===== src/matrix_calc_pkg.sv =====
/* shared sizes, types and encodings of the matrix calculator core
   matrices are stored compact row-major, so cell index = row * n + col */
package matrix_calc_pkg;

	// ==================================================
	// sizes
	// ==================================================
	localparam int MAX_DIM  = 5;                  // rows or cols, 1..5
	localparam int CELLS    = MAX_DIM * MAX_DIM;  // cells per slot
	localparam int ELEM_W   = 8;                  // one element byte
	localparam int ELEM_MAX = 9;                  // largest element and scalar
	localparam int DIM_W    = 3;
	localparam int IDX_W    = 5;                  // 0..24 cell index
	localparam int RES_W    = 16;                 // 5 * 9 * 9 = 405 fits

	// error hold, TICK_CYCLES * HOLD_TICKS = 48 cycles
	localparam int TICK_CYCLES = 16;
	localparam int HOLD_TICKS  = 3;

	// ==================================================
	// types
	// ==================================================
	typedef logic [DIM_W-1:0]  dim_t;
	typedef logic [IDX_W-1:0]  idx_t;
	typedef logic [ELEM_W-1:0] elem_t;
	typedef logic [RES_W-1:0]  res_t;
	typedef elem_t [CELLS-1:0] mat_t;   // whole slot, cell 0 in the low byte

	// command[2:0], codes 4..7 are illegal
	typedef enum logic [2:0] {
		OP_TRANSPOSE = 3'd0,
		OP_SCALAR    = 3'd1,
		OP_ADD       = 3'd2,
		OP_MULTIPLY  = 3'd3
	} op_e;

	typedef enum logic [2:0] {
		IDLE,
		CHECK,
		COMPUTE,
		SEND,
		ERROR
	} calc_state_e;

	typedef enum logic [1:0] {
		GET_M,
		GET_N,
		GET_ELEM
	} load_state_e;

endpackage


===== src/matrix_loader.sv =====
/* a bad byte drops the matrix in progress and the next byte is taken as a new m
   no timeout on a partial matrix, a stalled stream waits forever */
`timescale 1ns/100ps

module matrix_loader (
	input  logic                   clk,
	input  logic                   rst_n,
	input  logic                   rx_valid,
	input  logic [7:0]             rx_data,
	output logic                   wr_en,
	output logic                   wr_slot,
	output matrix_calc_pkg::dim_t  wr_m,
	output matrix_calc_pkg::dim_t  wr_n,
	output matrix_calc_pkg::mat_t  wr_data,
	output logic                   load_error
);

	matrix_calc_pkg::load_state_e state;
	matrix_calc_pkg::dim_t        m_q;
	matrix_calc_pkg::dim_t        n_q;
	matrix_calc_pkg::idx_t        cnt;       // element being collected
	matrix_calc_pkg::idx_t        last_idx;
	matrix_calc_pkg::mat_t        elem_buf;
	logic                         slot;      // 0 = A, 1 = B
	logic                         dim_ok;
	logic                         elem_ok;

	assign dim_ok   = (rx_data != 8'd0) && (rx_data <= 8'(matrix_calc_pkg::MAX_DIM));
	assign elem_ok  = rx_data <= 8'(matrix_calc_pkg::ELEM_MAX);
	assign last_idx = matrix_calc_pkg::idx_t'(m_q) * matrix_calc_pkg::idx_t'(n_q) - 1'b1;

	assign wr_slot = slot;
	assign wr_m    = m_q;
	assign wr_n    = n_q;
	assign wr_data = elem_buf;

	always_ff @(posedge clk or negedge rst_n) begin
		if (!rst_n) begin
			state      <= matrix_calc_pkg::GET_M;
			m_q        <= '0;
			n_q        <= '0;
			cnt        <= '0;
			slot       <= 1'b0;
			wr_en      <= 1'b0;
			load_error <= 1'b0;
		end else begin
			wr_en      <= 1'b0;
			load_error <= 1'b0;
			if (wr_en)
				slot <= ~slot;  // alternate after each accepted matrix
			if (rx_valid) begin
				unique case (state)
					matrix_calc_pkg::GET_M: begin
						m_q <= matrix_calc_pkg::dim_t'(rx_data);
						if (dim_ok)
							state <= matrix_calc_pkg::GET_N;
						else
							load_error <= 1'b1;
					end
					matrix_calc_pkg::GET_N: begin
						n_q <= matrix_calc_pkg::dim_t'(rx_data);
						cnt <= '0;
						load_error <= !dim_ok;
						state <= dim_ok ? matrix_calc_pkg::GET_ELEM : matrix_calc_pkg::GET_M;
					end
					default: begin  // GET_ELEM
						if (!elem_ok) begin
							load_error <= 1'b1;
							state <= matrix_calc_pkg::GET_M;
						end else if (cnt == last_idx) begin
							wr_en <= 1'b1;  // store takes it on the next edge
							state <= matrix_calc_pkg::GET_M;
						end else begin
							cnt <= cnt + 1'b1;
						end
					end
				endcase
			end
		end
	end

	// element payload
	always_ff @(posedge clk) begin
		if (rx_valid && elem_ok && state == matrix_calc_pkg::GET_ELEM)
			elem_buf[cnt] <= rx_data;
	end

	wr_dims_nonzero: assert property (@(posedge clk) disable iff (!rst_n)
		wr_en |-> (wr_m != '0) && (wr_n != '0));

endmodule


===== src/matrix_store.sv =====
/* slot 0 is operand A, slot 1 is operand B
   cells beyond m * n hold stale data from older loads */
`timescale 1ns/100ps

module matrix_store (
	input  logic                  clk,
	input  logic                  rst_n,
	input  logic                  wr_en,
	input  logic                  wr_slot,
	input  matrix_calc_pkg::dim_t wr_m,
	input  matrix_calc_pkg::dim_t wr_n,
	input  matrix_calc_pkg::mat_t wr_data,
	output matrix_calc_pkg::dim_t a_m,
	output matrix_calc_pkg::dim_t a_n,
	output matrix_calc_pkg::mat_t a_data,
	output logic                  a_valid,
	output matrix_calc_pkg::dim_t b_m,
	output matrix_calc_pkg::dim_t b_n,
	output matrix_calc_pkg::mat_t b_data,
	output logic                  b_valid
);

	matrix_calc_pkg::dim_t m_r    [2];
	matrix_calc_pkg::dim_t n_r    [2];
	matrix_calc_pkg::mat_t data_r [2];
	logic [1:0]            valid_r;

	always_ff @(posedge clk or negedge rst_n) begin
		if (!rst_n)
			valid_r <= '0;  // both slots empty
		else if (wr_en)
			valid_r[wr_slot] <= 1'b1;
	end

	always_ff @(posedge clk) begin
		if (wr_en) begin
			m_r[wr_slot]    <= wr_m;
			n_r[wr_slot]    <= wr_n;
			data_r[wr_slot] <= wr_data;
		end
	end

	// both slots always visible to the ALU
	assign a_m     = m_r[0];
	assign a_n     = n_r[0];
	assign a_data  = data_r[0];
	assign a_valid = valid_r[0];
	assign b_m     = m_r[1];
	assign b_n     = n_r[1];
	assign b_data  = data_r[1];
	assign b_valid = valid_r[1];

	wr_dims_in_range: assert property (@(posedge clk) disable iff (!rst_n)
		wr_en |-> (wr_m <= matrix_calc_pkg::MAX_DIM) && (wr_n <= matrix_calc_pkg::MAX_DIM));

endmodule


===== src/matrix_alu.sv =====
/* operands are read live from the store, so no load may land while a run is going
   multiply costs one cycle per inner term, the other ops one cycle per element */
`timescale 1ns/100ps

module matrix_alu (
	input  logic                   clk,
	input  logic                   rst_n,
	input  logic                   alu_start,
	input  matrix_calc_pkg::op_e   op,
	input  matrix_calc_pkg::elem_t scalar,
	input  matrix_calc_pkg::dim_t  a_m,
	input  matrix_calc_pkg::dim_t  a_n,
	input  matrix_calc_pkg::mat_t  a_data,
	input  logic                   a_valid,
	input  matrix_calc_pkg::dim_t  b_m,
	input  matrix_calc_pkg::dim_t  b_n,
	input  matrix_calc_pkg::mat_t  b_data,
	input  logic                   b_valid,
	input  matrix_calc_pkg::idx_t  rd_idx,
	output logic                   alu_done,
	output logic                   alu_ok,
	output matrix_calc_pkg::dim_t  res_m,
	output matrix_calc_pkg::dim_t  res_n,
	output matrix_calc_pkg::res_t  rd_elem
);

	matrix_calc_pkg::res_t res_buf [matrix_calc_pkg::CELLS];
	matrix_calc_pkg::dim_t r, c, k;     // result row, result col, inner term
	matrix_calc_pkg::dim_t rm, rn;      // result dims, latched at start
	matrix_calc_pkg::res_t acc, val;
	matrix_calc_pkg::idx_t a_rc, a_cr, a_rk, b_kc, out_idx;
	logic running;
	logic fit;
	logic k_last;
	logic last_cell;

	// ==================================================
	// index math, row-major on each operand's own n
	// ==================================================
	assign a_rc    = matrix_calc_pkg::idx_t'(r) * matrix_calc_pkg::idx_t'(a_n) + matrix_calc_pkg::idx_t'(c);
	assign a_cr    = matrix_calc_pkg::idx_t'(c) * matrix_calc_pkg::idx_t'(a_n) + matrix_calc_pkg::idx_t'(r);
	assign a_rk    = matrix_calc_pkg::idx_t'(r) * matrix_calc_pkg::idx_t'(a_n) + matrix_calc_pkg::idx_t'(k);
	assign b_kc    = matrix_calc_pkg::idx_t'(k) * matrix_calc_pkg::idx_t'(b_n) + matrix_calc_pkg::idx_t'(c);
	assign out_idx = matrix_calc_pkg::idx_t'(r) * matrix_calc_pkg::idx_t'(rn) + matrix_calc_pkg::idx_t'(c);

	assign k_last    = (op != matrix_calc_pkg::OP_MULTIPLY) || (k == a_n - 1'b1);
	assign last_cell = (r == rm - 1'b1) && (c == rn - 1'b1);

	// operand validity and shape fit, the only dimension check in the core
	always_comb begin
		unique case (op)
			matrix_calc_pkg::OP_TRANSPOSE,
			matrix_calc_pkg::OP_SCALAR:   fit = a_valid;
			matrix_calc_pkg::OP_ADD:      fit = a_valid && b_valid && a_m == b_m && a_n == b_n;
			matrix_calc_pkg::OP_MULTIPLY: fit = a_valid && b_valid && a_n == b_m;
			default:                      fit = 1'b0;
		endcase
	end

	// value of the current step
	always_comb begin
		unique case (op)
			matrix_calc_pkg::OP_TRANSPOSE: val = matrix_calc_pkg::res_t'(a_data[a_cr]);
			matrix_calc_pkg::OP_SCALAR:    val = matrix_calc_pkg::res_t'(a_data[a_rc]) * matrix_calc_pkg::res_t'(scalar);
			matrix_calc_pkg::OP_ADD:       val = matrix_calc_pkg::res_t'(a_data[a_rc]) + matrix_calc_pkg::res_t'(b_data[a_rc]);
			matrix_calc_pkg::OP_MULTIPLY:  val = acc + matrix_calc_pkg::res_t'(a_data[a_rk]) * matrix_calc_pkg::res_t'(b_data[b_kc]);
			default:                       val = '0;
		endcase
	end

	// ==================================================
	// sequencing
	// ==================================================
	always_ff @(posedge clk or negedge rst_n) begin
		if (!rst_n) begin
			running <= 1'b0;
			alu_done <= 1'b0;
			alu_ok <= 1'b0;
			{r, c, k} <= '0;
			{rm, rn} <= '0;
			acc <= '0;
		end else begin
			alu_done <= 1'b0;
			if (alu_start) begin
				{r, c, k} <= '0;
				acc <= '0;
				running <= fit;
				alu_done <= !fit;  // refused at once
				alu_ok <= 1'b0;
				rm <= (op == matrix_calc_pkg::OP_TRANSPOSE) ? a_n : a_m;
				rn <= (op == matrix_calc_pkg::OP_TRANSPOSE) ? a_m :
					(op == matrix_calc_pkg::OP_MULTIPLY) ? b_n : a_n;
			end else if (running) begin
				if (!k_last) begin
					acc <= val;  // partial inner product
					k <= k + 1'b1;
				end else begin
					acc <= '0;
					k <= '0;
					if (last_cell) begin
						running <= 1'b0;
						alu_done <= 1'b1;
						alu_ok <= 1'b1;
					end else if (c == rn - 1'b1) begin
						c <= '0;
						r <= r + 1'b1;
					end else begin
						c <= c + 1'b1;
					end
				end
			end
		end
	end

	always_ff @(posedge clk) begin
		if (running && k_last)
			res_buf[out_idx] <= val;
	end

	assign res_m   = rm;
	assign res_n   = rn;
	assign rd_elem = res_buf[rd_idx];  // combinational read for the sender

	no_restart: assert property (@(posedge clk) disable iff (!rst_n)
		alu_start |-> !running);

endmodule


===== src/result_sender.sv =====
/* byte order is m, n, then each element high byte first
   at most one byte every second cycle, held while tx_busy is high */
`timescale 1ns/100ps

module result_sender (
	input  logic                  clk,
	input  logic                  rst_n,
	input  logic                  send_start,
	input  logic                  tx_busy,
	input  matrix_calc_pkg::dim_t res_m,
	input  matrix_calc_pkg::dim_t res_n,
	input  matrix_calc_pkg::res_t rd_elem,
	output matrix_calc_pkg::idx_t rd_idx,
	output logic                  tx_start,
	output logic [7:0]            tx_data,
	output logic                  send_done
);

	logic                              active;
	logic                              gap;        // idle cycle after a byte
	logic [matrix_calc_pkg::IDX_W:0]   byte_idx;   // 0 m, 1 n, then hi/lo pairs
	logic [matrix_calc_pkg::IDX_W:0]   elem_byte;
	logic [matrix_calc_pkg::IDX_W:0]   last_byte;

	assign last_byte = {matrix_calc_pkg::idx_t'(res_m) * matrix_calc_pkg::idx_t'(res_n), 1'b1};
	assign elem_byte = byte_idx - 2'd2;
	assign rd_idx    = elem_byte[matrix_calc_pkg::IDX_W:1];  // two bytes per element

	assign tx_start = active && !gap && !tx_busy;

	always_comb begin
		if (byte_idx == '0)
			tx_data = 8'(res_m);
		else if (byte_idx == 1)
			tx_data = 8'(res_n);
		else if (!byte_idx[0])
			tx_data = rd_elem[matrix_calc_pkg::RES_W-1 -: 8];
		else
			tx_data = rd_elem[7:0];
	end

	always_ff @(posedge clk or negedge rst_n) begin
		if (!rst_n) begin
			active <= 1'b0;
			gap <= 1'b0;
			byte_idx <= '0;
			send_done <= 1'b0;
		end else begin
			send_done <= 1'b0;
			gap <= tx_start;
			if (send_start) begin
				active <= 1'b1;
				byte_idx <= '0;
			end else if (tx_start) begin
				if (byte_idx == last_byte) begin
					active <= 1'b0;
					send_done <= 1'b1;
				end else begin
					byte_idx <= byte_idx + 1'b1;
				end
			end
		end
	end

	tx_handshake: assert property (@(posedge clk) disable iff (!rst_n)
		tx_start |-> !tx_busy ##1 !tx_start);

endmodule


===== src/countdown_timer.sv =====
/* fixed hold of TICK_CYCLES * HOLD_TICKS cycles, a new start restarts it */
`timescale 1ns/100ps

module countdown_timer (
	input  logic clk,
	input  logic rst_n,
	input  logic timer_start,
	output logic active,
	output logic expired
);

	logic [$clog2(matrix_calc_pkg::TICK_CYCLES)-1:0] presc;
	logic [$clog2(matrix_calc_pkg::HOLD_TICKS)-1:0]  ticks;  // ticks left after this one

	always_ff @(posedge clk or negedge rst_n) begin
		if (!rst_n) begin
			active <= 1'b0;
			expired <= 1'b0;
			presc <= '0;
			ticks <= '0;
		end else begin
			expired <= 1'b0;
			if (timer_start) begin
				active <= 1'b1;
				presc <= '0;
				ticks <= ($clog2(matrix_calc_pkg::HOLD_TICKS))'(matrix_calc_pkg::HOLD_TICKS - 1);
			end else if (active) begin
				if (presc == ($clog2(matrix_calc_pkg::TICK_CYCLES))'(matrix_calc_pkg::TICK_CYCLES - 1)) begin
					presc <= '0;
					if (ticks == '0) begin
						active <= 1'b0;
						expired <= 1'b1;  // one cycle
					end else begin
						ticks <= ticks - 1'b1;
					end
				end else begin
					presc <= presc + 1'b1;
				end
			end
		end
	end

endmodule


===== src/calc_fsm.sv =====
/* opcode and scalar are sampled on the confirm cycle only
   a load error seen while busy is kept and taken once the core is idle */
`timescale 1ns/100ps

module calc_fsm (
	input  logic                   clk,
	input  logic                   rst_n,
	input  logic                   confirm,
	input  logic [7:0]             command,
	input  logic [7:0]             scalar_in,
	input  logic                   load_error,
	input  logic                   alu_done,
	input  logic                   alu_ok,
	input  logic                   send_done,
	input  logic                   timer_active,
	input  logic                   timer_expired,
	output logic                   alu_start,
	output matrix_calc_pkg::op_e   op,
	output matrix_calc_pkg::elem_t scalar,
	output logic                   send_start,
	output logic                   timer_start,
	output logic                   busy,
	output logic                   error
);

	matrix_calc_pkg::calc_state_e state, next_state;
	logic [2:0]                   op_q;       // raw, may be illegal
	matrix_calc_pkg::elem_t       scalar_q;
	logic                         load_err_q;
	logic                         bad_cmd;

	assign bad_cmd = (op_q > 3'(matrix_calc_pkg::OP_MULTIPLY)) ||
		(op_q == matrix_calc_pkg::OP_SCALAR && scalar_q > 8'(matrix_calc_pkg::ELEM_MAX));

	// ==================================================
	// next state
	// ==================================================
	always_comb begin
		next_state = state;
		unique case (state)
			matrix_calc_pkg::IDLE: begin
				if (load_error || load_err_q)
					next_state = matrix_calc_pkg::ERROR;
				else if (confirm && !timer_active)
					next_state = matrix_calc_pkg::CHECK;
			end
			matrix_calc_pkg::CHECK:
				next_state = bad_cmd ? matrix_calc_pkg::ERROR : matrix_calc_pkg::COMPUTE;
			matrix_calc_pkg::COMPUTE: begin
				if (alu_done)
					next_state = alu_ok ? matrix_calc_pkg::SEND : matrix_calc_pkg::ERROR;
			end
			matrix_calc_pkg::SEND: begin
				if (send_done)
					next_state = matrix_calc_pkg::IDLE;
			end
			matrix_calc_pkg::ERROR: begin
				if (timer_expired)
					next_state = matrix_calc_pkg::IDLE;
			end
			default: next_state = matrix_calc_pkg::IDLE;
		endcase
	end

	always_ff @(posedge clk or negedge rst_n) begin
		if (!rst_n) begin
			state <= matrix_calc_pkg::IDLE;
			op_q <= '0;
			scalar_q <= '0;
			load_err_q <= 1'b0;
			alu_start <= 1'b0;
			send_start <= 1'b0;
		end else begin
			state <= next_state;
			alu_start <= (state == matrix_calc_pkg::CHECK) && !bad_cmd;
			send_start <= (state == matrix_calc_pkg::COMPUTE) && alu_done && alu_ok;
			if (state == matrix_calc_pkg::IDLE && confirm && !timer_active) begin
				op_q <= command[2:0];
				scalar_q <= scalar_in;
			end
			if (state == matrix_calc_pkg::IDLE)
				load_err_q <= 1'b0;  // consumed here
			else if (load_error && state != matrix_calc_pkg::ERROR)
				load_err_q <= 1'b1;
		end
	end

	// timer starts on the edge that enters ERROR, error drops with expired
	assign timer_start = (next_state == matrix_calc_pkg::ERROR) && (state != matrix_calc_pkg::ERROR);
	assign error       = (state == matrix_calc_pkg::ERROR) && !timer_expired;
	assign busy        = state inside {matrix_calc_pkg::CHECK, matrix_calc_pkg::COMPUTE,
		matrix_calc_pkg::SEND};
	assign op          = matrix_calc_pkg::op_e'(op_q);
	assign scalar      = scalar_q;

	state_legal: assert property (@(posedge clk) disable iff (!rst_n)
		state inside {matrix_calc_pkg::IDLE, matrix_calc_pkg::CHECK, matrix_calc_pkg::COMPUTE,
			matrix_calc_pkg::SEND, matrix_calc_pkg::ERROR});

endmodule


===== src/matrix_calc_top.sv =====
/* byte stream in, result bytes out; the result is complete when busy falls
   tx_start only fires with tx_busy low, the sink raises tx_busy to hold it off */
`timescale 1ns/100ps

module matrix_calc_top (
	input  logic       clk,
	input  logic       rst_n,
	input  logic       rx_valid,
	input  logic [7:0] rx_data,
	input  logic [7:0] command,
	input  logic [7:0] scalar_in,
	input  logic       confirm,
	input  logic       tx_busy,
	output logic       tx_start,
	output logic [7:0] tx_data,
	output logic       busy,
	output logic       error,
	output logic       timer_active
);

	// loader to store
	logic                   wr_en, wr_slot, load_error;
	matrix_calc_pkg::dim_t  wr_m, wr_n;
	matrix_calc_pkg::mat_t  wr_data;
	// store to ALU
	matrix_calc_pkg::dim_t  a_m, a_n, b_m, b_n;
	matrix_calc_pkg::mat_t  a_data, b_data;
	logic                   a_valid, b_valid;
	// FSM, ALU and sender
	logic                   alu_start, alu_done, alu_ok;
	logic                   send_start, send_done;
	logic                   timer_start, timer_expired;
	matrix_calc_pkg::op_e   op;
	matrix_calc_pkg::elem_t scalar;
	matrix_calc_pkg::dim_t  res_m, res_n;
	matrix_calc_pkg::idx_t  rd_idx;
	matrix_calc_pkg::res_t  rd_elem;

	matrix_loader u_loader (.clk, .rst_n, .rx_valid, .rx_data, .wr_en, .wr_slot,
		.wr_m, .wr_n, .wr_data, .load_error);

	matrix_store u_store (.clk, .rst_n, .wr_en, .wr_slot, .wr_m, .wr_n, .wr_data,
		.a_m, .a_n, .a_data, .a_valid, .b_m, .b_n, .b_data, .b_valid);

	matrix_alu u_alu (.clk, .rst_n, .alu_start, .op, .scalar,
		.a_m, .a_n, .a_data, .a_valid, .b_m, .b_n, .b_data, .b_valid,
		.rd_idx, .alu_done, .alu_ok, .res_m, .res_n, .rd_elem);

	result_sender u_sender (.clk, .rst_n, .send_start, .tx_busy, .res_m, .res_n,
		.rd_elem, .rd_idx, .tx_start, .tx_data, .send_done);

	countdown_timer u_timer (.clk, .rst_n, .timer_start, .active(timer_active),
		.expired(timer_expired));

	calc_fsm u_fsm (.clk, .rst_n, .confirm, .command, .scalar_in, .load_error,
		.alu_done, .alu_ok, .send_done, .timer_active, .timer_expired,
		.alu_start, .op, .scalar, .send_start, .timer_start, .busy, .error);

endmodule


===== config.mk =====
export PLATFORM = sky130hd
export DESIGN_NAME = matrix_calc_top
export DESIGN_NICKNAME = d
export VERILOG_FILES = /design/src/matrix_calc_pkg.sv /design/src/matrix_loader.sv /design/src/matrix_store.sv /design/src/matrix_alu.sv /design/src/result_sender.sv /design/src/countdown_timer.sv /design/src/calc_fsm.sv /design/src/matrix_calc_top.sv
export SDC_FILE = /design/constraint.sdc
export NUM_CORES = 2
export LEC_CHECK = 0
export BUFFER_PORTS_ARGS = -buffer_cell sky130_fd_sc_hd__buf_2
export CORE_ASPECT_RATIO = 0.75
export CORE_MARGIN = 1.5
export CORE_UTILIZATION = 60
export DETAILED_ROUTE_END_ITERATION = 6
export MAX_ROUTING_LAYER = met4
export PLACE_DENSITY = 0.76
export SYNTH_ARGS = -nofsm -noshare
export SYNTH_HDL_FRONTEND = slang
export SYNTH_SLANG_ARGS = --single-unit

===== constraint.sdc =====
create_clock -name clk -period 12.82 [get_ports clk]
set_input_delay 1.923 -clock clk [delete_from_list [all_inputs] [get_ports clk]]
set_output_delay 1.923 -clock clk [all_outputs]
set_load 0.02 [all_outputs]

==> flow_metrics.py <==
metrics = {
    "run_status": {
        "status": "complete, but fails checks",
        "violations": "DRC",
    },
    "clocking": {
        "h-tree-depth": 3,
        "path_clk_slew_ns": 0.07,
        "clk_latency_ns": 0.69,
        "clockBufferDepth": 3,
        "post-cts-setup-buffer-count": 0,
        "cts_made_buffers": 104,
        "cts_tree": "done",
        "post_cts_resized": 0,
        "cts-root-buf": "clkbuf_16",
        "hold_buffers": 0,
        "clock-sinks": 1098,
    },
    "setup_path": {
        "critical_path_class": "register to register",
        "crit_top_cell": "inv_1",
        "critPathMaxStageDelay_ns": 1.20,
        "end_kind": "register",
        "crit_fanout": 27,
        "cp_data_required_time_ns": 13.06,
        "crit_arrival_ns": 10.10,
        "crit_path_top_delay_cell": "fa_2",
        "crit_family": "adder cells",
        "critPathLaunchType": "register",
        "path_buf_inv": 6,
    },
    "detailed_routing": {
        "vias": 31000,
        "ant_nets": 0,
        "drcViolationCount": 1,
        "via_per_inst": 6.87,
        "wl_per_cell_um": 30.5,
        "drt_wl_total_mm": 138,
        "detail_route.iter0.violations": 4881,
        "detail_route.first_pass.iterations": 7,
    },
    "yosys": {
        "synth_cell_types": 79,
        "muxShareOfSynthArea": 0.177,
        "synth_xor_area_frac": 0.0180,
        "syn-num-nets": 3454,
        "synthesis.area_um2": 53200,
        "synth-simple-area-share": 0.0546,
        "synth-async-reset-ratio": 0.0783,
        "syn_inst": 3181,
        "synth_top_family_by_area": "multiplexers",
        "synth-compound-area-share": 0.0387,
        "avgSynthCellArea_um2": 16.7,
        "yosysWarnings": 0,
        "synth_fa_ha_area_frac": 0.0721,
        "synth_edf_count": 1012,
        "ys_seq_area_frac": 0.612,
        "synth_seq_cells": 1098,
        "ys.flop_type": "edfxtp_1",
    },
    "global_route": {
        "grt_overflow_total": 0,
        "grt_pass1_vias": 31400,
        "grt_max_degree": 169,
        "antenna_found_initial": 2,
        "grt_pass1_wl_mm": 204,
        "grt_use_total": 0.320,
    },
    "timing": {
        "worst_pin_slew_ns": 1.31,
        "timing.hold.ws_ns": 0.443,
        "period_share": 0.769,
        "slew_violations": 0,
        "slew_headroom": 0.125,
        "fmax_mhz": 101,
        "rsz0062_at_grt": "false",
        "setup_viol": 0,
        "tns_ns": 0,
        "hold_viol_final": 0,
        "fin_skew_ns": 0.0393,
        "min_period_ns": 9.86,
    },
    "power_and_ir_drop": {
        "cellLeakagePower_nw": 20.0,
        "pwr_density_cell_nw_per_um2": 143,
        "ir_worst_vdd_uv": 211,
    },
    "floorplan": {
        "die_area_um2": 90400,
        "start_util": 0.606,
        "rows": 94,
        "die_w_um": 347,
        "die_h_um": 261,
        "fp.coreArea_um2": 87700,
        "io_pins": 41,
    },
    "placement": {
        "gp_congestion": 0.943,
        "port_buffers": 35,
        "dpl.hpwl_mm": 88.8,
        "place_inst": 4320,
    },
    "final_layout": {
        "final_common_cell": "edfxtp_1",
        "layout.cells.non_filler": 4519,
        "nets": 3547,
        "area_growth_pct": 10.1,
        "final_cell_mix": "edfxtp_1 (1,012), mux4_2 (384), inv_1 (212), nand2_1 (188), nor2_1 (173)",
        "final_util": 0.668,
        "drive_above_1_share": 0.227,
    },
    "hold_path": {
        "hold_path_class": "register to register",
    },
    "job": {
        "max-cap-violations": 0,
    },
}
final timing paths:
check | start | endpoint | slack, ns | depth (start not counted)
worst min-delay path | u_loader.wr_data[184]$_DFFE_PP_ | u_store.data_r[1][184]$_DFFE_PP_ | 0.44 | 0
max in group asynchronous | rst_n | u_sender.byte_idx[1]$_DFFE_PN0P_ | 10.47 | 2
worst max-delay path | u_alu.r[0]$_DFFE_PN0P_ | u_alu.res_buf[22][15]$_DFFE_PP_ | 2.96 | 25
min in group asynchronous | rst_n | u_fsm.scalar[7]$_DFFE_PN0P_ | 1.16 | 1
worst max register to register | u_alu.r[0]$_DFFE_PN0P_ | u_alu.res_buf[22][15]$_DFFE_PP_ | 2.96 | 25
worst min register to register | u_loader.wr_data[184]$_DFFE_PP_ | u_store.data_r[1][184]$_DFFE_PP_ | 0.44 | 0
cell usage after synthesis (all sizes together) (35+ instances only):
library cell / n / area share
mux4: 387 / 0.16
inv: 212 / 0.015
fa: 104 / 0.039
buf: 66 / 0.0071
mux2i: 43 / 0.0086
dfrtp: 86 / 0.040
xnor2: 64 / 0.011
nand3: 35 / 0.0033
edfxtp: 1012 / 0.57
and2: 41 / 0.0048
o21ai: 69 / 0.0066
nand2: 188 / 0.013
nor2b: 35 / 0.0041
ha: 140 / 0.033
nor2: 185 / 0.013
a21oi: 105 / 0.010
clkbuf: 80 / 0.0057
cell type report:
cell class	count	area, µm²
well taps	1152	1440
fillers	5702	29200
inverters	213	800
clock buffers	142	2830
flip-flops and latches	1098	32500
diodes	3	7.51
clock inverters	54	632
repair buffers	133	926
multi-input cells	1724	19400
cell families (layout without fill, tap and decap cells):
family	count (synthesis)	count (layout)
xor gates and xnor gates	98	98
adders and majority gates	244	244
other	0	3
buffers and inverters	359	542
AOI/OAI and AO/OA	322	322
DFF	1098	1098
muxes	450	450
and+or+nand+nor	610	610
state kept, by name (all words and copies together), names as in the netlist, 3 cells and up:
signal	count
u_alu.res_n	3
u_loader.wr_m	3
u_store.data_r	400
u_fsm.op	3
u_fsm.scalar	8
u_loader.wr_n	3
u_fsm.state	3
u_alu.k	3
u_alu.c	3
u_alu.r	3
u_loader.cnt	5
u_store.m_r	6
u_alu.res_buf	400
u_sender.byte_idx	6
u_loader.wr_data	200
u_alu.res_m	3
u_alu.acc	16
u_store.n_r	6
u_timer.presc	4
routing by layer:
layer  GRT usage  routed length (µm)  vias to the layer above  share of wire
li1            -                   -                    12500              -
met1       0.454               53200                    15900           0.39
met2       0.456               61200                     2279           0.44
met3      0.0884               19200                      310           0.14
met4      0.0994                4390                        0          0.032
met5           -                   0                        -              0
stage by stage:
stage | power (mW) | setup slack [ns] | instance area [µm²]
2_1_floorplan | 4.91 | 2.32 | 53200
3_3_place_gp | 5.30 | 3.21 | 55100
3_5_place_dp | 5.32 | 3.16 | 55100
4_1_cts | 8.40 | 3.11 | 58600
5_1_grt | 8.63 | 2.67 | 58600
6_report | 8.39 | 2.96 | 58600
power breakdown:
group / switching, mW / total (mW) / internal [mW]
clock network: 1.34 / 3.12 / 1.78
registers: 0.0663 / 3.95 / 3.88
logic: 0.782 / 1.32 / 0.539
(Power assumes the default switching activity.)
